`config.mk`:
```
export PLATFORM = sky130hd
export DESIGN_NAME = read_arb
export DESIGN_NICKNAME = d
export VERILOG_FILES = /design/src/npc_pkg.sv /design/src/read_arb.sv
export SDC_FILE = /design/constraint.sdc
export NUM_CORES = 1
export LEC_CHECK = 0
export ABC_AREA = 0
export BUFFER_PORTS_ARGS = -buffer_cell sky130_fd_sc_hd__buf_4
export CORE_AREA = 2 2 209 211
export DETAILED_ROUTE_END_ITERATION = 10
export DIE_AREA = 0 0 211 213
export MAX_ROUTING_LAYER = met4
export PLACE_DENSITY = 0.37
export SLEW_MARGIN = 25
export SYNTH_ARGS = -nofsm -noshare
export SYNTH_HDL_FRONTEND = slang
export SYNTH_SLANG_ARGS = --single-unit
```
`constraint.sdc`:
```
create_clock -name clk -period 5.24 [get_ports clk]
set_input_delay 1.048 -clock clk [delete_from_list [all_inputs] [get_ports clk]]
set_output_delay 1.048 -clock clk [all_outputs]
set_load 0.05 [all_outputs]
```
`src/npc_pkg.sv`:
```
`default_nettype none

package npc_pkg;

  // widths
  localparam int XLEN   = 64;
  localparam int ADDR_W = 32;
  localparam int MASK_W = 8;   // one enable per byte
  localparam int RAM_AW = 10;  // 1024 words

  typedef logic [XLEN-1:0]   xlen_t;
  typedef logic [ADDR_W-1:0] addr_t;
  typedef logic [MASK_W-1:0] mask_t;     // bit n enables byte n
  typedef logic [RAM_AW-1:0] ram_idx_t;

  // read arbiter states
  typedef enum logic [1:0] {
    ARB_IDLE,
    ARB_IF_READ,   // fetch holds the grant
    ARB_MEM_READ   // memory stage holds the grant
  } arb_state_e;

  // memory port sequencer states
  typedef enum logic [1:0] {
    CTRL_IDLE,
    CTRL_READ,   // ram read issued
    CTRL_RDATA,  // ram data back, ready pulse
    CTRL_WRITE   // ram write issued
  } ctrl_state_e;

endpackage

`default_nettype wire

```
`src/read_arb.sv`:
```
`timescale 1ns/10ps
`default_nettype none

module read_arb (
  input  logic           clk,
  input  logic           rst,
  // fetch read port
  input  npc_pkg::addr_t if_read_addr_i,
  input  logic           if_raddr_valid_i,
  input  npc_pkg::mask_t if_rmask_i,
  output npc_pkg::xlen_t if_rdata_o,
  output logic           if_rdata_ready_o,
  // memory stage read port
  input  npc_pkg::addr_t mem_read_addr_i,
  input  logic           mem_raddr_valid_i,
  input  npc_pkg::mask_t mem_rmask_i,
  output npc_pkg::xlen_t mem_rdata_o,
  output logic           mem_rdata_ready_o,
  // memory stage write port
  input  npc_pkg::addr_t mem_write_addr_i,
  input  logic           mem_write_valid_i,
  input  npc_pkg::mask_t mem_wmask_i,
  input  npc_pkg::xlen_t mem_wdata_i,
  output logic           mem_wdata_ready_o,
  // arbitrated read channel
  output npc_pkg::addr_t arb_read_addr_o,
  output logic           arb_raddr_valid_o,
  output npc_pkg::mask_t arb_rmask_o,
  input  npc_pkg::xlen_t arb_rdata_i,
  input  logic           arb_rdata_ready_i,
  // write channel
  output npc_pkg::addr_t arb_write_addr_o,
  output logic           arb_write_valid_o,
  output npc_pkg::mask_t arb_wmask_o,
  output npc_pkg::xlen_t arb_wdata_o,
  input  logic           arb_wdata_ready_i
);

  import npc_pkg::*;

  arb_state_e state;
  logic       if_sel;
  logic       mem_sel;

  assign if_sel  = (state == ARB_IF_READ);
  assign mem_sel = (state == ARB_MEM_READ);

  // grant fsm, fetch wins when both readers ask
  always_ff @(posedge clk) begin
    if (rst) begin
      state             <= ARB_IDLE;
      arb_raddr_valid_o <= 1'b0;
    end else begin
      case (state)
        ARB_IDLE: begin
          if (if_raddr_valid_i) begin
            state             <= ARB_IF_READ;
            arb_raddr_valid_o <= 1'b1;
          end else if (mem_raddr_valid_i) begin
            state             <= ARB_MEM_READ;
            arb_raddr_valid_o <= 1'b1;
          end
        end
        ARB_IF_READ, ARB_MEM_READ: begin
          if (arb_rdata_ready_i) begin  // done, rearbitrate next cycle
            state             <= ARB_IDLE;
            arb_raddr_valid_o <= 1'b0;
          end
        end
        default: begin
          state             <= ARB_IDLE;
          arb_raddr_valid_o <= 1'b0;
        end
      endcase
    end
  end

  // granted request fields, held for the whole grant
  always_ff @(posedge clk) begin
    if (state == ARB_IDLE) begin
      if (if_raddr_valid_i) begin
        arb_read_addr_o <= if_read_addr_i;
        arb_rmask_o     <= if_rmask_i;
      end else begin
        arb_read_addr_o <= mem_read_addr_i;
        arb_rmask_o     <= mem_rmask_i;
      end
    end
  end

  // return path, only the granted reader sees anything
  assign if_rdata_o        = if_sel ? arb_rdata_i : '0;
  assign if_rdata_ready_o  = if_sel & arb_rdata_ready_i;
  assign mem_rdata_o       = mem_sel ? arb_rdata_i : '0;
  assign mem_rdata_ready_o = mem_sel & arb_rdata_ready_i;

  // write channel goes straight through
  assign arb_write_addr_o  = mem_write_addr_i;
  assign arb_write_valid_o = mem_write_valid_i;
  assign arb_wmask_o       = mem_wmask_i;
  assign arb_wdata_o       = mem_wdata_i;
  assign mem_wdata_ready_o = arb_wdata_ready_i;

endmodule

`default_nettype wire

```
Word-level counts from Yosys, hierarchy flattened
Index checks and enable logic that the tools add are counted.

Bits of input ports: 255. Bits in registers: 43. Word-level logic and storage cells: 25. Output and inout bits: 277.

Bitwise gates (word level): 2. Mux-type cells: 12. Eq/ne operators: 4. Reductions and logical operators: 3.

Operators with widths (count): $mux 64 (2); $mux 32 (1); $mux 8 (1); $mux 2 (3); $pmux 2 s2 (1); $mux 1 (3); $ne 3x3->1 const B (1); $and 1x1->1 (2); $eq 2x1->1 const B (1); $eq 2x2->1 const B (1); $logic_not 2->1 (1); $ne 2x2->1 const B (1); $pmux 1 s2 (1); $reduce_and 2->1 (1); $reduce_or 2->1 (1).

Depth between registers and ports, before layout
Depth in word-level cells: 4. Mapped depth: 5. Depth with buffers taken out: 5.

Worst setup path before layout
OpenSTA, ideal clock, no wires.

Kind: input port to output port. Start: input port arb_rdata_i[63]. End: output port if_rdata_o[63]. Cell stages on the path: 1. Path slack: 2.732 ns. Required time: 4.192 ns. Data arrival time: 1.460 ns. Buffers on the path: 0. Cells stage by stage: and2_1.

Word-level cells in the longest chain between the ends: 1.

RTL lines: from (decl) (line read_arb.sv:29) `input npc_pkg::xlen_t arb_rdata_i,`; $mux 64 (line read_arb.sv:92) `assign if_rdata_o = if_sel ? arb_rdata_i : '0;`; to (decl) (line read_arb.sv:11) `output npc_pkg::xlen_t if_rdata_o,`.

No other way between the ends.

Final worst setup path
Start: register state[1]. End: output port if_rdata_o[43].

Word-level cells in the longest chain between the ends: 2.

RTL lines: from (decl) (line read_arb.sv:41) `arb_state_e state;`; from (signal assigned) (line read_arb.sv:51) `state <= ARB_IDLE;`; from (signal assigned) (line read_arb.sv:57) `state <= ARB_IF_READ;`; from (signal assigned) (line read_arb.sv:60) `state <= ARB_MEM_READ;`; $eq 2x1->1 (line read_arb.sv:45) `assign if_sel = (state == ARB_IF_READ);`; $mux 64 (line read_arb.sv:92).

No other way between the ends.

==> summary.txt <==
CELLS AND AREA
------------------------------------------------------------------------------
Area of the multi-input gates                                     0.001411 mm2
Register area                                                     0.001261 mm2
Final core occ                                                          13.91%
Area grow syn2layout                                                    66.20%
Net count of the finished layout                                           818
Fraction of layout instances using a drive strength above 1             66.25%
Diodes inserted                                                              0
Layout filler cell count                                                  4857

SETUP PATH
------------------------------------------------------------------------------
Kind of start point of the critical path                             flip-flop
Capturing element type of the critical path                        output port
Critical path class                                               flip-flop to output port
Worst reg2reg path startpoint                                         state[1]
Crit path required time                                                4.19 ns
Crit-path slowest cell                                            sky130_fd_sc_hd__ha_4
Delay contributed by the slowest stage of the critical path            0.53 ns
Arrival time at the worst endpoint                                     1.85 ns
R2R cell count                                                               3
Critical path peak fanout                                                   65
Cell-by-cell trace of the critical path                           inv_1 -> ha_4 -> and2_1 -> buf_4
Reg2Reg Capture Point                                             arb_rmask_o[3]
Setup slack of the most critical reg-to-reg path                       3.64 ns

SYNTH
------------------------------------------------------------------------------
Number of nets produced by synthesis                                       616
Synthesized area per cell                                            10.01 um2
Multiplexer share of the synthesized area                               12.61%
Area share of fa/ha/maj cells after synthesis                           1.401%
Syn Inst Count                                                             357
Synthesized cell area                                             0.003572 mm2
Yosys warns                                                                  0
Xor and xnor fraction of the mapped netlist area                            0%
Post-synthesis register bit count                                           43
Sequential area share after synthesis                                   35.31%
Synthesized-area fraction occupied by ao, oa, aoi and oai cells        0.8757%
Combinational family with the most area after synthesis           buffers and inverters
Yosys cell types                                                            19
Share of synthesized cell area in and, or, nand and nor gates           23.85%

CLOCKING
------------------------------------------------------------------------------
Number of buffers between clock root and the deepest sink                    2
Clock tree from TritonCTS                                                built
Number of cells upsized or downsized after cts                               0
Sinks on Clock Net                                                          43
Hold-fix buffers at CTS                                                      0
Root buf cell                                                     sky130_fd_sc_hd__clkbuf_16
Number of clock buffers inserted by TritonCTS                                5
Clock transition at the registers of the reported paths                0.06 ns
Post-CTS setup buffers                                                       0
Clock Latency Late Sink                                                0.30 ns
H-tree levels                                                                2

STA
------------------------------------------------------------------------------
Final setup vio count                                                        0
Worst Max-Slew Pin Slew                                              0.6281 ns
Setup TNS                                                                 0 ns
RSZ-0062 raised after global routing                                     false
Worst relative slew slack                                               58.12%
Number of max-slew violations in the final report                            0
Share of the cycle needed by the critical path after routing            55.39%
Hold violation count in the final report                                     0
Fmax                                                                 344.5 MHz
Fin crit period                                                       2.903 ns
Skew final                                                         0.008315 ns

WORST HOLD PATH
------------------------------------------------------------------------------
Hold-critical path depth                                                     2
Min-Delay Path Class                                              flip-flop to flip-flop
Startpoint of the tightest hold check path                            state[0]
Worst Hold End                                                        state[0]

POWER
------------------------------------------------------------------------------
Worst supply voltage drop on vdd                                   0.0001165 V
Sequential share of power                                                28.6%
Switching power of the nets                                           662.6 uW
Cell-internal power                                                   911.0 uW
Net Sw Frac                                                             42.11%
Leakage                                                               2.722 nW
Combinational Power Share                                                47.8%
Power Dens Cells                                                  265.1 mW/mm2
Proportion of power drawn by the clock network                           23.6%

FLOORPLAN
------------------------------------------------------------------------------
Count of boundary I/O pins                                                 532
Initial core utilization                                                8.367%
Area inside the core boundary                                      0.04270 mm2
Chip Height                                                             213 um
Num rows                                                                    76
Area enclosed by the die boundary                                  0.04494 mm2
Chip width                                                              211 um

PLACED DESIGN
------------------------------------------------------------------------------
Placer Congestion                                                       0.6804
Port Buf Inserts                                                           319
Half-perimeter wire length after placement                            11960 um

ROUTING
------------------------------------------------------------------------------
Wire length after detailed routing                                    14780 um
Number of vias per cell after detailed routing                           2.763
Wire length per cell after detailed routing                           13.36 um
Met2 routed WL                                                         7526 um
Detailed-route via count                                                  3056
Number of detailed-routing iterations run before antenna repair              4
Top layer used by detailed routing                                        met4
Detailed-routed wire length on met3                                    1521 um
Detailed Route Iter0 Violations                                            116
DRC violation count after routing                                            0
Routed Antenna Nets                                                          0
Sum of routed wire segments on met1                                    5474 um

GLOBAL ROUTE
------------------------------------------------------------------------------
Aggregate global-route resource usage                                   6.055%
Wire length of the first global-routing pass                          19390 um
Global route overflow                                                        0
Antenna violations before repair                                             0
Via count of the first global-routing pass                                2874
Maximum number of pins on one net before global-route repair                66

FLOW RUN
------------------------------------------------------------------------------
Max-cap violations                                                           0

STATUS
------------------------------------------------------------------------------
Run status                                                           completed

## stage by stage
stage | cell area [um2] | total power [mW] | hold slack [ns] | instances | setup slack (ns)
detailed placement | 5773 | 1.223 | 0.5157 | 1098 | 2.615
CTS | 5937 | 1.606 | 0.5298 | 1106 | 2.323
global placement | 5753 | 1.221 | 0.4963 | 1098 | 2.321
global route | 5937 | 1.644 | 0.5575 | 1106 | 2.215
floorplan | 3572 | 1.151 | 0.4648 | 357 | 2.732
finish | 5937 | 1.574 | 0.5274 | 1106 | 2.337
## power groups by stage
stage               combinational (mW)  sequential [mW]  clock, mW
floorplan                        0.531            0.621          0
detailed placement               0.764            0.458          0
global placement                 0.764            0.457          0
CTS                              0.763            0.451      0.392
global route                     0.788            0.456      0.401
finish                           0.752            0.450      0.371
## synthesized netlist by cell type
cell type	n	area share, %
sky130_fd_sc_hd__dfxtp_1	3	1.7
sky130_fd_sc_hd__nor2_1	1	0.10
sky130_fd_sc_hd__buf_4	106	22
sky130_fd_sc_hd__nand3_1	1	0.14
sky130_fd_sc_hd__edfxtp_1	40	34
sky130_fd_sc_hd__o21ai_0	1	0.14
sky130_fd_sc_hd__and2_1	130	23
sky130_fd_sc_hd__clkbuf_1	8	0.84
sky130_fd_sc_hd__inv_1	4	0.42
sky130_fd_sc_hd__nor3_1	1	0.14
sky130_fd_sc_hd__nor3b_2	1	0.35
sky130_fd_sc_hd__nand2b_1	1	0.18
sky130_fd_sc_hd__mux2_2	40	13
sky130_fd_sc_hd__nor2b_1	1	0.18
sky130_fd_sc_hd__ha_1	4	1.4
sky130_fd_sc_hd__clkbuf_2	6	0.84
sky130_fd_sc_hd__buf_6	5	1.6
sky130_fd_sc_hd__a21oi_1	3	0.42
sky130_fd_sc_hd__o221a_1	1	0.32
## state kept, by name, indices dropped and copies added, names as in the netlist
signal / flops
arb_read_addr_o: 32
arb_raddr_valid_o: 1
state: 2
arb_rmask_o: 8
## per-layer routing
metal	up-vias	track usage [%]
met2	185	9.800
met4	0	1.724
met5	-	-
li1	1445	-
met1	1388	6.567
met3	38	2.986
## critical path, delay by kind of cell (launching register included)
kind / cells / cell delay, ns
buf+inv: 2 / 0.36
fa+ha+maj: 1 / 0.53
flops: 1 / 0.35
simple gates: 1 / 0.25
## area by class of cell
class                      count  share of cell area, %
multi-input combinational    185                  23.77
clock inverter                 3                 0.6533
tap                          546                  11.51
inverter                       4                 0.2529
clock buffer                   5                  2.107
timing repair buffer         320                  40.46
sequential                    43                  21.24
## kinds of logic after synthesis
kind of cell | after synthesis
adders and majority gates | 4
and+or+nand+nor | 136
AOI/OAI and AO/OA | 5
DFF | 43
buffers and inverters | 129
muxes | 40
## cells in the final DEF, fill, tap and decap left out, drive strengths merged, types with 2 or more instances in the layout
cell    Yosys  layout
a21oi       3       3
and2      130     130
buf       111     320
clkbuf     14       5
clkinv      0       2
dfxtp       3       3
edfxtp     40      40
ha          4       4
inv         4       4
mux2       40      40
## how the worst max path moves through the flow
stage | to | slack [ns] | start
after detailed placement | mem_rdata_o[60] | 2.62 | state[0]
final | if_rdata_o[43] | 2.34 | state[1]
after global placement | if_rdata_o[43] | 2.32 | state[1]
after global routing | if_rdata_o[43] | 2.22 | state[1]
after floorplan | if_rdata_o[63] | 2.73 | arb_rdata_i[63]
after CTS | if_rdata_o[43] | 2.32 | state[1]
Power figures use the tool's default switching activity.
