===== src/npc_pkg.sv =====
`default_nettype none

package npc_pkg;

  // widths
  localparam int XLEN   = 64;
  localparam int ADDR_W = 32;
  localparam int MASK_W = 8;   // one enable per byte
  localparam int RAM_AW = 10;  // 1024 words

  typedef logic [XLEN-1:0]   xlen_t;
  typedef logic [ADDR_W-1:0] addr_t;
  typedef logic [MASK_W-1:0] mask_t;     // bit n enables byte n
  typedef logic [RAM_AW-1:0] ram_idx_t;

  // read arbiter states
  typedef enum logic [1:0] {
    ARB_IDLE,
    ARB_IF_READ,   // fetch holds the grant
    ARB_MEM_READ   // memory stage holds the grant
  } arb_state_e;

  // memory port sequencer states
  typedef enum logic [1:0] {
    CTRL_IDLE,
    CTRL_READ,   // ram read issued
    CTRL_RDATA,  // ram data back, ready pulse
    CTRL_WRITE   // ram write issued
  } ctrl_state_e;

endpackage

`default_nettype wire


===== src/access_ctrl.sv =====
`timescale 1ns/10ps
`default_nettype none

module access_ctrl (
  input  logic              clk,
  input  logic              rst,
  // arbitrated read
  input  npc_pkg::addr_t    rd_addr_i,
  input  logic              rd_valid_i,
  input  npc_pkg::mask_t    rd_mask_i,
  output npc_pkg::xlen_t    rd_data_o,
  output logic              rd_ready_o,
  // memory stage write
  input  npc_pkg::addr_t    wr_addr_i,
  input  logic              wr_valid_i,
  input  npc_pkg::mask_t    wr_mask_i,
  input  npc_pkg::xlen_t    wr_data_i,
  output logic              wr_ready_o,
  // single ram port
  output logic              ram_en_o,
  output logic              ram_we_o,
  output npc_pkg::ram_idx_t ram_idx_o,
  output npc_pkg::mask_t    ram_be_o,
  output npc_pkg::xlen_t    ram_wdata_o,
  input  npc_pkg::xlen_t    ram_rdata_i
);

  import npc_pkg::*;

  ctrl_state_e state;
  logic        wr_take;   // write waiting and not already acknowledged
  xlen_t       bit_mask;  // read mask widened to bits

  // the requester still shows valid in the cycle of its ready pulse
  assign wr_take = wr_valid_i & ~wr_ready_o;

  always_ff @(posedge clk) begin
    if (rst) begin
      state      <= CTRL_IDLE;
      ram_en_o   <= 1'b0;
      ram_we_o   <= 1'b0;
      wr_ready_o <= 1'b0;
    end else begin
      ram_en_o   <= 1'b0;  // single cycle strobes
      ram_we_o   <= 1'b0;
      wr_ready_o <= 1'b0;
      case (state)
        CTRL_IDLE: begin
          if (wr_take) begin  // write beats read
            state    <= CTRL_WRITE;
            ram_en_o <= 1'b1;
            ram_we_o <= 1'b1;
          end else if (rd_valid_i) begin
            state    <= CTRL_READ;
            ram_en_o <= 1'b1;
          end
        end
        CTRL_READ:  state <= CTRL_RDATA;  // ram latches the word here
        CTRL_RDATA: state <= CTRL_IDLE;
        CTRL_WRITE: begin
          wr_ready_o <= 1'b1;
          state      <= CTRL_IDLE;
        end
        default: state <= CTRL_IDLE;
      endcase
    end
  end

  // ram address and write fields, loaded when an access starts
  always_ff @(posedge clk) begin
    if (state == CTRL_IDLE) begin
      if (wr_take) begin
        ram_idx_o   <= wr_addr_i[RAM_AW+2:3];
        ram_be_o    <= wr_mask_i;
        ram_wdata_o <= wr_data_i;
      end else begin
        ram_idx_o   <= rd_addr_i[RAM_AW+2:3];
        ram_be_o    <= rd_mask_i;
        ram_wdata_o <= '0;
      end
    end
  end

  always_comb begin
    for (int b = 0; b < MASK_W; b++) begin
      bit_mask[b*8 +: 8] = {8{rd_mask_i[b]}};
    end
  end

  // arbiter holds the mask until ready, so it is still good here
  assign rd_ready_o = (state == CTRL_RDATA);
  assign rd_data_o  = rd_ready_o ? (ram_rdata_i & bit_mask) : '0;

endmodule

`default_nettype wire


===== config.mk =====
export PLATFORM = sky130hd
export DESIGN_NAME = access_ctrl
export DESIGN_NICKNAME = d
export VERILOG_FILES = /design/src/npc_pkg.sv /design/src/access_ctrl.sv
export SDC_FILE = /design/constraint.sdc
export NUM_CORES = 1
export LEC_CHECK = 0
export BUFFER_PORTS_ARGS = -buffer_cell sky130_fd_sc_hd__buf_2
export CORE_AREA = 3 3 140 142
export CTS_CLUSTER_DIAMETER = 40
export DETAILED_ROUTE_END_ITERATION = 12
export DIE_AREA = 0 0 143 145
export PLACE_DENSITY = 0.52
export SKIP_CTS_REPAIR_TIMING = 1
export SYNTH_ARGS = -nofsm -noshare
export SYNTH_HDL_FRONTEND = slang
export SYNTH_SLANG_ARGS = --single-unit

===== constraint.sdc =====
create_clock -name clk -period 12.3 [get_ports clk]
set_input_delay 2.46 -clock clk [delete_from_list [all_inputs] [get_ports clk]]
set_output_delay 2.46 -clock clk [all_outputs]
set_load 0.01 [all_outputs]

# ---- Word level (Yosys, flattened, before mapping)
# Cells that the tools add are included.
dict set report word_totals {
  reg_bits 87
  in_bits 212
  out_inout_bits 150
  elab_cells 28
}
dict set report op_classes {
  eq_ne 4
  n_mux 10
  bitwise_logic 4
  n_reduce_logical 3
}
# operator count
set ops {}
lappend ops {{$and A64 B64 Y64} 1}
lappend ops {{$mux W64} 1}
lappend ops {{$mux W10} 1}
lappend ops {{$mux W8} 1}
lappend ops {{$pmux W2 S3} 1}
lappend ops {{$eq A2 B2 Y1 const B} 2}
lappend ops {{$mux W1} 4}
lappend ops {{$mux W2} 2}
lappend ops {{$reduce_or A2 Y1} 2}
lappend ops {{$ne A3 B3 Y1 const B} 1}
lappend ops {{$eq A2 B1 Y1 const B} 1}
lappend ops {{$logic_not A2 Y1} 1}
lappend ops {{$not A1 Y1} 2}
lappend ops {{$and A1 B1 Y1} 1}

# ---- Longest topological paths before layout
# Gate-level depths: netlist of run 1.
dict set report depth {
  ltp_word 4
  ltp_mapped 4
}

# ---- Least setup slack after synthesis of run 1
# No wires, ideal clock.
dict set report synth_path {
  path_type {input-to-output}
  startpoint {input rd_mask_i[7]}
  endpoint {output rd_data_o[56]}
  arrival_ns 2.844
  t_required_ns 9.840
  slack_ns 6.996
  path_stages 2
  cell_sequence {and3b_1 and2_1}
}
dict set report synth_between {
  elab_chain_cells 2
}
# element line_no
set synth_rtl {}
lappend synth_rtl {{from (decl)} access_ctrl.sv:10} ;# input npc_pkg::mask_t rd_mask_i,
lappend synth_rtl {{$and A64 B64 Y64} access_ctrl.sv:92} ;# assign rd_data_o = rd_ready_o ? (ram_rdata_i & bit_mask) : '0;
lappend synth_rtl {{$mux W64} access_ctrl.sv:92}
lappend synth_rtl {{to (decl)} access_ctrl.sv:11} ;# output npc_pkg::xlen_t rd_data_o,
# Every way passes these cells.

# ---- Worst setup path in the final report of run 1
dict set report layout_path {
  startpoint {input rd_mask_i[7]}
  endpoint {output rd_data_o[63]}
}
# The elaborated chain is that of the path after synthesis.

==> results of run 1 <==
## layout by cell type (no fill, tap or decap), types with 3 or more instances in the layout
| cell type | n |
|---|---|
| sky130_fd_sc_hd__and3_1 | 56 |
| sky130_fd_sc_hd__o21a_1 | 3 |
| sky130_fd_sc_hd__dfxtp_1 | 5 |
| sky130_fd_sc_hd__edfxtp_1 | 82 |
| sky130_fd_sc_hd__and2_1 | 72 |
| sky130_fd_sc_hd__mux2_2 | 18 |
| sky130_fd_sc_hd__buf_2 | 317 |
| sky130_fd_sc_hd__clkbuf_16 | 9 |
## final cells by class
cell class / count / area share (%)
antenna: 1 / 0.0426
sequential: 87 / 43.6
clock inverter: 5 / 1.38
timing repair buffer: 319 / 27.3
multi-input combinational: 158 / 18.7
tap: 234 / 4.99
clock buffer: 11 / 3.96
## critical path: cells and delay by family
kind / cells / cell delay (ps)
buf+inv: 2 / 250
simple gates: 2 / 410
## flip-flops by register name, indices dropped and copies added, names as in the netlist
signal	flops
ram_wdata_o	64
ram_idx_o	10
ram_be_o	8
state	2
ram_en_o	1
ram_we_o	1
wr_ready_o	1
## cells by family after synthesis
family | count (synthesis) | share of synthesized area [%]
simple gates | 137 | 23.0
flops | 87 | 68.3
mux | 18 | 5.40
buf+inv | 15 | 2.73
compound gates | 3 | 0.600
## layer usage
| layer | up-vias | routed length, um | global-route usage (%) |
|---|---|---|---|
| met1 | 1505 | 4730 | 12.5 |
| li1 | 1567 | - | - |
| met2 | 200 | 6440 | 20.8 |
| met3 | 13 | 1160 | 3.69 |
| met5 | - | 0 | 0 |
| met4 | 0 | 179 | 4.52 |
## metrics by stage
step	instance area (um2)	worst slack (ps)
6_report	5870	6720
5_1_grt	5870	6640
4_1_cts	5870	6720
3_5_place_dp	5560	6720
3_3_place_gp	5560	6730
2_1_floorplan	3750	7000
## final timing paths
path                     to  slack [ps]  cells after the start
max           rd_data_o[63]        6720                      4
min              wr_ready_o         550                      2
max reg2reg  ram_wdata_o[9]       10100                      2
min reg2reg      wr_ready_o         550                      2
## power groups by stage
stage / logic [mW] / registers, mW / clock network (mW)
global route: 0.148 / 0.380 / 0.312
floorplan: 0.0421 / 0.405 / 0
global placement: 0.136 / 0.383 / 0
finish: 0.133 / 0.377 / 0.292
detailed placement: 0.137 / 0.384 / 0
CTS: 0.137 / 0.378 / 0.303
==> results.md, run 1 <==
- For this design the ratio of total power to cell area is 136 mW/mm2.
- After filler insertion, the fill cell instance count of the layout stands at approximately 1900.
- The primary flip-flop cell chosen by synthesis mapping is sky130_fd_sc_hd__edfxtp_1.
- The die covers 0.0207 mm2.
- The area growth from synthesis to layout is 56.5%.
- For this run, the share of the core covered by cells in the final layout is 31.6%.
- The quantity of I/O buffers inserted on ports is 317.
- The area taken by multi-input logic gates is 0.00110 mm2.
- The vertical extent of the die is 145 um.
- Summing the sequential cell areas from Yosys gives 68.3% of the chip area.
- The first global-routing pass estimated 18700 um of wire.
- The critical path class is input pin to output pin.
- The die outline width is 143 um.
- The count of pins over their slew limit is 0.
- Ranked by total cell area, the synthesized netlist is headed by sky130_fd_sc_hd__edfxtp_1 (66%), sky130_fd_sc_hd__and2_1 (12%), sky130_fd_sc_hd__and3_1 (9.3%).
- Traced cell by cell, the critical path runs through buf_2, and3b_1, and2_1, buf_2.
- The post-synthesis cell count is 260.
- The cell with the biggest individual delay on the critical path is sky130_fd_sc_hd__and3b_1.
- The row count is 50.
- In this run the critical register-to-register path is launched from state[0].
- After clock tree synthesis, the clock-pin slew on the worst setup and hold paths is 60 ps.
- Per report_power, the combinational group accounts for 16.6% of the total.
- The clock network is responsible for 36.4% of the overall power.
- For this block, the routed nets add up to between 10000 and 15000 um of wire.
- The clock drives 87 sinks.
- Leaving out filler cells and counting taps, the final layout contains 815.
- In this run the worst hold path is classified as register to register.
- In the final routed layout, each cell accounts on average for 15.3 um.
- The synthesized cell area is 0.00375 mm2.
- The residual antenna-violating net count after detailed routing is 0.
- Per report_power, the sequential group accounts for 47.0% of the total.
- The number of remaining DRC errors is 0.
- Clock latency on the worst-skew pair, taken at its later pin, is 340 ps.
- The number of enable-type register cells in the synthesized netlist is 82.
- The routed design could run at a clock period as short as between 5000 and 6000 ps.
- The starting density of the core is about a fifth.
- For this run, the total global-route usage over all layers was measured as 11.6%.
- The H-tree was split into 3 levels.
- The maximum root-to-sink buffer count is 2.
- The worst hold path begins at state[1].
- The internal power component is 0.606 mW.
- The TritonCTS clock tree is built.
- The highest attainable clock frequency is 179 MHz.
- At the pin with the least slew margin, the transition time is 873 ps.
- The post-placement cell count is 798.
- The data required time at the worst endpoint is 9840 ps.
- The top cell type by total area after synthesis is sky130_fd_sc_hd__edfxtp_1.
- The detailed placer's ending HPWL is between 9000 and 10000 um.
- The run finished with clean final reports.
- Entering global routing, the biggest net connects 87 pins.
- After synthesis the netlist holds a flip-flop and latch count of 87.
- Setup repair after global routing left no endpoint under its margin.
- The type of element capturing the critical path is an output pin.
- The global placer's final weighted congestion is 0.769.
- The leakage power is 3.06 nW.
- Counting instances in the post-synthesis netlist gives the leading cell types as sky130_fd_sc_hd__edfxtp_1 (82), sky130_fd_sc_hd__and2_1 (72), sky130_fd_sc_hd__and3_1 (56).
- The total negative slack is 0 ps.
- The net count of the mapped netlist is 472.
- The completed layout was analyzed and its total power is between 0.8 and 0.9 mW.
- The number of global-route vias before repair came to 3462.
- The core region is between 0.015 and 0.02 mm2.
- Hold timing on the final database bottoms out at a slack of 551 ps.
- The post-route fraction of the period consumed by the critical path is 45.4%.
- Before antenna repair, the detailed router went through 4 iterations.
- The number of nets in the layout is ~790.
- Across the whole layout, storage elements account for 0.00256 mm2.
- The largest fanout of any net on the critical path is 7.
- The root buffer cell chosen for the clock tree is sky130_fd_sc_hd__clkbuf_16.
- For this design the total switching power over the nets is 0.196 mW.
- Data arrives at the worst endpoint at 3120 ps.
- The layout cell share with drive strength beyond 1 is about three fifths.
- Each instance of the synthesized netlist takes up on average 14.4 um2.
- After global routing the overflow that remains totals 0.
- The setup clock skew after layout is 10.4 ps.
- The cell with the most instances after synthesis is sky130_fd_sc_hd__edfxtp_1.
- The average via count per standard cell is around 4.
- Yosys printed 0 warnings.
- The count of different cell masters after synthesis is 18.
- The number of antenna violations at the first check in global routing was 1.
- The number of max-cap violations is 0.
- For this block, the via count after detailed routing is between 3000 and 4000.
- Counting flops with an async set or reset pin after synthesis yields a share of 0%.
- The type of origin of the critical path is an input pin.
- The highest cell delay on the worst timing path is approximately 230 ps.
- The worst voltage drop across the vdd grid is 0.0000469 V.
- The count of endpoints failing setup in the final report is 0.
- The number of failing hold endpoints at the final stage is 0.
- For this design the top-level I/O count stands at between 300 and 400.
- The share of synthesized area in the top cell type comes to 65.6%.
- The source of the critical timing path is rd_mask_i[7].
- Counting stages on the worst path, the most repeated cell is sky130_fd_sc_hd__buf_2.
- Counting the buffers created by CTS gives 9.
- The worst max-slew margin expressed relative to the limit is between 40% and 50%.
- For this block, the initial DRC count from the detailed router was 70.
- Net switching is 24.4% of the power.
(Power assumes the default switching activity.)
==> inputs of run 2 (changes only) <==
Settings changed: PLACE_DENSITY 0.52 to 0.53.
Clock period 12.3 ns to 4.6 ns, I/O delays scaled along.
==> results.md, run 2 (same netlist as run 1, synthesis figures left out) <==
- The highest attainable clock frequency is 344 MHz.
- The number of buffers added by the clock tree synthesis step came to 9 (unchanged).
- The count of endpoints failing setup in the final report is 0 (unchanged).
- In the layout the commonest cells are sky130_fd_sc_hd__buf_2 (317), sky130_fd_sc_hd__edfxtp_1 (82), sky130_fd_sc_hd__and2_1 (72).
- The final core area utilization is 31.5% (-0.11 points).
- The total via count after detailed routing is 3338 (+1.6%).
- The number of antenna violations at the first check in global routing came to 1 (unchanged).
- The residual antenna-violating net count after detailed routing was 0 (unchanged).
- The I/O pin total was 362 (unchanged).
- The transition time of the tightest slew-check pin came to 915 ps (+42.2 ps).
- The iteration count of the initial detailed-routing pass is 4 (unchanged).
- The data required time at the worst endpoint came to 3680 ps (-6160 ps).
- The met2 global-route usage is 20.4% (-0.45 points).
- The most frequent standard cell in the layout excluding fill and tap cells is sky130_fd_sc_hd__buf_2.
- The detailed placer's ending HPWL is 9510 um (-2.9%).
- The largest registers in the layout are ram_wdata_o (64), ram_idx_o (10), ram_be_o (8).
- The clock slew seen by the registers of the worst setup and hold paths came to 70 ps (about the same).
- The maximum root-to-sink buffer count came to 2 (unchanged).
- The critical path is of the register to output pin type.
- The run finished with clean final reports.
- The number of remaining DRC errors is 0 (unchanged).
- TritonCTS built the clock tree.
- The clock sink count is 87 (unchanged).
- The worst setup path is captured at an output pin.
- The largest fanout of any net on the critical path is 57 (+50).
- The starting density of the core is 20.2% (unchanged).
- The largest net degree at the start of global routing is 58 (-33%).
- The worst voltage drop across the vdd grid was 0.000176 V (+280%).
- Setup repair after global routing left no endpoint under its margin.
- The die outline width was 143 um (unchanged).
- The total global-route track usage is 11.3% (-0.28 points).
- The DRC violation total after the first TritonRoute iteration was 97 (+39%).
- The layout cell share with drive strength beyond 1 came to 61.1% (+0.067 points).
- The post-route fraction of the period consumed by the critical path is 63.2%.
- The average wire per standard cell is 14.8 um (-3.5%).
- More flip-flops sit in one register than any other, and that register is ram_wdata_o.
- The met1 usage in global routing is 12.6% (+0.055 points).
- The number of filler instances in the final layout came to 1922 (+0.79%).
- The final global-route overflow total is 0 (unchanged).
- The number of nets in the layout is 788 (+0.13%).
- The total power is 2.08 mW (+160%).
- The type of origin of the critical path is a register.
- The count of pins over their slew limit is 0 (unchanged).
- The number of H-tree branching levels was 3 (unchanged).
- Relative to the synthesized area, the layout overhead comes to 56.0%.
- The tightest min-delay check is of the register to register type.
- The worst max-slew margin expressed relative to the limit is 38.9% (-2.8 points).
- The number of antenna diodes is 0 (-1).
- The cell chosen for the clock root is sky130_fd_sc_hd__clkbuf_16.
- The met3 demand-to-capacity share in global routing came to 3.69% (unchanged).
- The area enclosed by the die boundary is 0.0207 mm2 (unchanged).
- The setup clock skew after layout is 8.89 ps (-1.49 ps).
- The highest-utilization routing layer at the global route stage is met2.
- The number of global-route vias before repair is 3496 (+0.98%).
- The global placer's final weighted congestion is 0.763 (-0.73%).
- The global-route wire length before repair is 18500 um (-1.4%).
- The total negative slack is 0 ps (unchanged).
- The number of failing hold endpoints at the final stage is 0 (unchanged).
- The vertical extent of the die is 145 um (unchanged).
- The number of max-cap violations is 0 (unchanged).
- The leakage power is 3.06 nW (-0.17%).
- The quantity of I/O buffers inserted on ports was 317 (unchanged).
- The power per unit of standard cell area was 356 mW/mm2 (+160%).
- The minimum period implied by the final worst setup slack is just under 3000 ps.
- The data arrival time of the worst path is 1990 ps (-1130 ps).
- The average via count per standard cell was 4.10 (+1.6%).
- The core box area is 0.0186 mm2 (unchanged).
- The total routed wirelength was 12100 um (-3.5%).
- The row count is 50 (unchanged).
- The flip-flop count of the largest register, all copies and words added is 64 (unchanged).
- The clock network latency to the later pin of the worst-skew pair is 340 ps (about the same).
run 2: cell count changes in the layout (fill, tap and decap cells not counted):
cell                        delta
sky130_fd_sc_hd__clkinv_1      +1
sky130_fd_sc_hd__clkbuf_1      -1
sky130_fd_sc_hd__clkinv_2      +1
sky130_fd_sc_hd__diode_2       -1
sky130_fd_sc_hd__buf_4         +1
sky130_fd_sc_hd__bufinv_16     -1
run 2: critical path: stages, from the launching register on:
cell and delay [ps]:
sky130_fd_sc_hd__dfxtp_1 460, sky130_fd_sc_hd__nor2b_4 760, sky130_fd_sc_hd__and3_1 260, sky130_fd_sc_hd__buf_2 140
run 2: where the power goes:
group	switching [mW]	internal [mW]
registers	0.0248	0.981
clock network	0.298	0.419
logic	0.196	0.162
run 2: stage by stage:
step	setup WS (ps)	std cells	hold WS, ps	instance area (um2)
floorplan	281	260	466	3750
global placement	1960	799	529	5560
detailed placement	1920	799	536	5560
CTS	1690	815	545	5850
global route	1490	815	573	5850
finish	1690	815	542	5850
run 2: final timing paths:
path               from         endpoint  slack (ps)  depth (start not counted)
min            state[1]       wr_ready_o         540                          2
max reg2reg  wr_ready_o  ram_wdata_o[14]        2670                          3
max            state[1]    rd_data_o[37]        1690                          3
min reg2reg    state[1]       wr_ready_o         540                          2
run 2: final cells by class:
type / instances / area (um2) / area share [%]
Sequential cell: 87 / 2560 / 43.8
Timing Repair Buffer: 320 / 1610 / 27.5
Clock buffer: 10 / 229 / 3.91
Tap cell: 234 / 293 / 5.00
Multi-Input combinational cell: 158 / 1100 / 18.8
Clock inverter: 6 / 60.1 / 1.03
run 2: metal layers:
metal,vias up,wire length (um)
met5,-,13
met1,1557,4520
li1,1567,-
met2,195,6280
met3,17,1040
met4,2,222
==> inputs of run 3 (changes only) <==
Settings changed: PLACE_DENSITY 0.53 to 0.52.
Clock period 4.6 ns to 2.7 ns, I/O delays scaled along.
==> results.md, run 3 (same netlist as run 1, synthesis figures left out) <==
- The starting density of the core is 20.2% (unchanged).
- The residual antenna-violating net count after detailed routing was 0 (unchanged).
- The switching component of the power is 0.896 mW (+73%).
- The quantity of I/O buffers inserted on ports came to 317 (unchanged).
- The clock slew seen by the registers of the worst setup and hold paths was 60 ps (about the same).
- The minimum period implied by the final worst setup slack is 2320 ps.
- The final worst hold slack is 395 ps (-147 ps).
- The fraction of power consumed by combinational cells is 16.9% (-0.3 points).
- The met3 demand-to-capacity share in global routing came to 4.25% (+0.56 points).
- The layout cell share with drive strength beyond 1 is 61.3% (+0.20 points).
- The cell with the biggest individual delay on the critical path is sky130_fd_sc_hd__dfxtp_1.
- The setup clock skew after layout is 8.02 ps (-0.862 ps).
- The largest net degree at the start of global routing came to 62 (+6.9%).
- The met1 usage in global routing came to 12.6% (+0.018 points).
- The final worst-path setup slack is 383 ps (-1310 ps).
- In the final layout, the registers with the most flip-flops are ram_wdata_o (64), ram_idx_o (10), ram_be_o (8).
- The final global-route overflow total came to 0 (unchanged).
- The total stage count of the critical path is 4 (+1).
- Leaving out fill and tap cells, the most frequent cell in the layout is sky130_fd_sc_hd__buf_2.
- The switching share of power was 24.5% (-0.49 points).
- The data required time at the worst endpoint is 2160 ps (-1520 ps).
- The core box area is 0.0186 mm2 (unchanged).
- The area enclosed by the die boundary is 0.0207 mm2 (unchanged).
- The register ranked first by flip-flop count is ram_wdata_o.
- The total global-route track usage was 11.9% (+0.53 points).
- The count of endpoints failing setup in the final report is 0 (unchanged).
- The transition time of the tightest slew-check pin is 796 ps (-119 ps).
- The total routed wirelength is 12700 um (+5.2%).
- The number of stages on the worst hold path is 2 (unchanged).
- Grouping stages by cell kind, the critical path spends the most delay in buffers and inverters.
- The global placer's final weighted congestion was 0.837 (+9.6%).
- The DRC violation total after the first TritonRoute iteration is 111 (+14%).
- The clock sink count is 87 (unchanged).
- The sequential fraction of design power is 46.7% (-1.6 points).
- The highest cell delay on the worst timing path was 470 ps (-290 ps).
- The leakage power was 3.09 nW (+0.96%).
- The run finished with clean final reports.
- The highest-utilization routing layer at the global route stage is met2.
- The iteration count of the initial detailed-routing pass was 4 (unchanged).
- The number of remaining DRC errors was 0 (unchanged).
- The TritonCTS clock tree is built.
- The number of failing hold endpoints at the final stage is 0 (unchanged).
- The top cell types in the final layout, fill and taps aside, are sky130_fd_sc_hd__buf_2 (317), sky130_fd_sc_hd__edfxtp_1 (82), sky130_fd_sc_hd__and2_1 (72).
- The number of max-cap violations is 0 (unchanged).
- The number of buffer and inverter stages on the critical path was 2 (+1).
- The average via count per standard cell came to 4.03 (-1.5%).
- Setup repair after global routing left no endpoint under its margin.
- The area growth from synthesis to layout is 57.7%.
- The power per unit of standard cell area was 619 mW/mm2 (+74%).
- The total negative slack is 0 ps (unchanged).
- The detailed placer's ending HPWL is 10100 um (+6.6%).
- The number of antenna violations at the first check in global routing is 3 (+2).
- The average wire per standard cell is 15.5 um (+4.7%).
- The number of global-route vias before repair is 3442 (-1.5%).
- The clock network latency to the later pin of the worst-skew pair is 330 ps (about the same).
- The I/O pin total is 362 (unchanged).
- The number of filler instances in the final layout was 1916 (-0.31%).
- STA classifies the critical path endpoint as an output pin.
- The internal power component came to 2.77 mW (+77%).
- The highest attainable clock frequency is 432 MHz.
- The number of H-tree branching levels is 3 (unchanged).
- The number of nets in the layout is 791 (+0.38%).
- The signal on the critical path passes through nor2b_4, buf_4, and3_1, buf_2.
- The post-route fraction of the period consumed by the critical path is a little under nine tenths.
- The total power is 3.66 mW (+76%).
- The clock group share of total power was 36.3% (+1.8 points).
- The flip-flop count of the largest register, all copies and words added came to 64 (unchanged).
- The row count was 50 (unchanged).
- The cell chosen for the clock root is sky130_fd_sc_hd__clkbuf_16.
- STA classifies the critical path startpoint as a register.
- The met2 global-route usage came to 21.8% (+1.4 points).
- The total via count after detailed routing was 3303 (-1.0%).
- The path class of the lowest-slack min-delay path is input pin to register.
- The data arrival time of the worst path is 1780 ps (-210 ps).
- The maximum root-to-sink buffer count is 2 (unchanged).
- The die outline width is 143 um (unchanged).
- The global-route wire length before repair came to 19000 um (+2.8%).
- The largest fanout of any net on the critical path came to 57 (unchanged).
- The vertical extent of the die is 145 um (unchanged).
- The count of pins over their slew limit came to 0 (unchanged).
- The number of buffers added by the clock tree synthesis step is 9 (unchanged).
- The worst max-slew margin expressed relative to the limit is 47.0% (+8.1 points).
- The critical path class is register to output pin.
- The setup slack at placement came to 740 ps (-1180 ps).
- The worst voltage drop across the vdd grid is 0.000258 V (+46%).
- The count of cells along the worst register-to-register path is 2 (-1).
==> run 3: changes by cell type in the layout (fill, tap and decap cells not counted), sizes merged <==
cell,previous run,this run
buf,320,323
bufinv,1,2
clkbuf,10,11
clkinv,3,1
diode,0,1
==> run 3: worst paths after layout <==
check	slack, ps	endpoint	start
worst max-delay path	380	rd_data_o[52]	state[1]
worst min-delay path	390	wr_ready_o	rst
worst max register to register	1130	ram_wdata_o[5]	state[0]
worst min register to register	550	wr_ready_o	state[1]
==> run 3: cell type report <==
type	instances	area [um2]	share of cell area, %
flip-flops and latches	87	2560	43.3
repair buffers	323	1640	27.8
multi-input cells	158	1100	18.6
well taps	234	293	4.95
clock buffers	11	233	3.93
clock inverters	5	81.3	1.37
diodes	1	2.50	0.0423
==> run 3: power by group through the flow <==
stage | sequential, mW | combinational, mW | clock [mW]
after floorplan | 1.83 | 0.193 | 0
after global placement | 1.74 | 0.627 | 0
after detailed placement | 1.74 | 0.633 | 0
after CTS | 1.72 | 0.636 | 1.39
after global routing | 1.73 | 0.684 | 1.44
final | 1.71 | 0.619 | 1.33
==> run 3: metal layers <==
metal	vias to the layer above	share of wire, %
li1	1576	-
met1	1525	36
met2	188	53
met3	12	9.7
met4	2	1.1
met5	-	0.10
==> run 3: metrics by stage <==
step | instance area (um2) | util [%] | std cells
after CTS | 5910 | 31.8 | 818
after floorplan | 3760 | - | 260
after global placement | 5600 | 30.1 | 802
final | 5920 | 31.8 | 819
after detailed placement | 5600 | 30.1 | 802
after global routing | 5920 | 31.8 | 819
==> run 3: worst register-to-register path: stages, from the launching register on <==
cell and delay (ps):
sky130_fd_sc_hd__dfxtp_1 400, sky130_fd_sc_hd__nor2_4 120, sky130_fd_sc_hd__buf_4 620
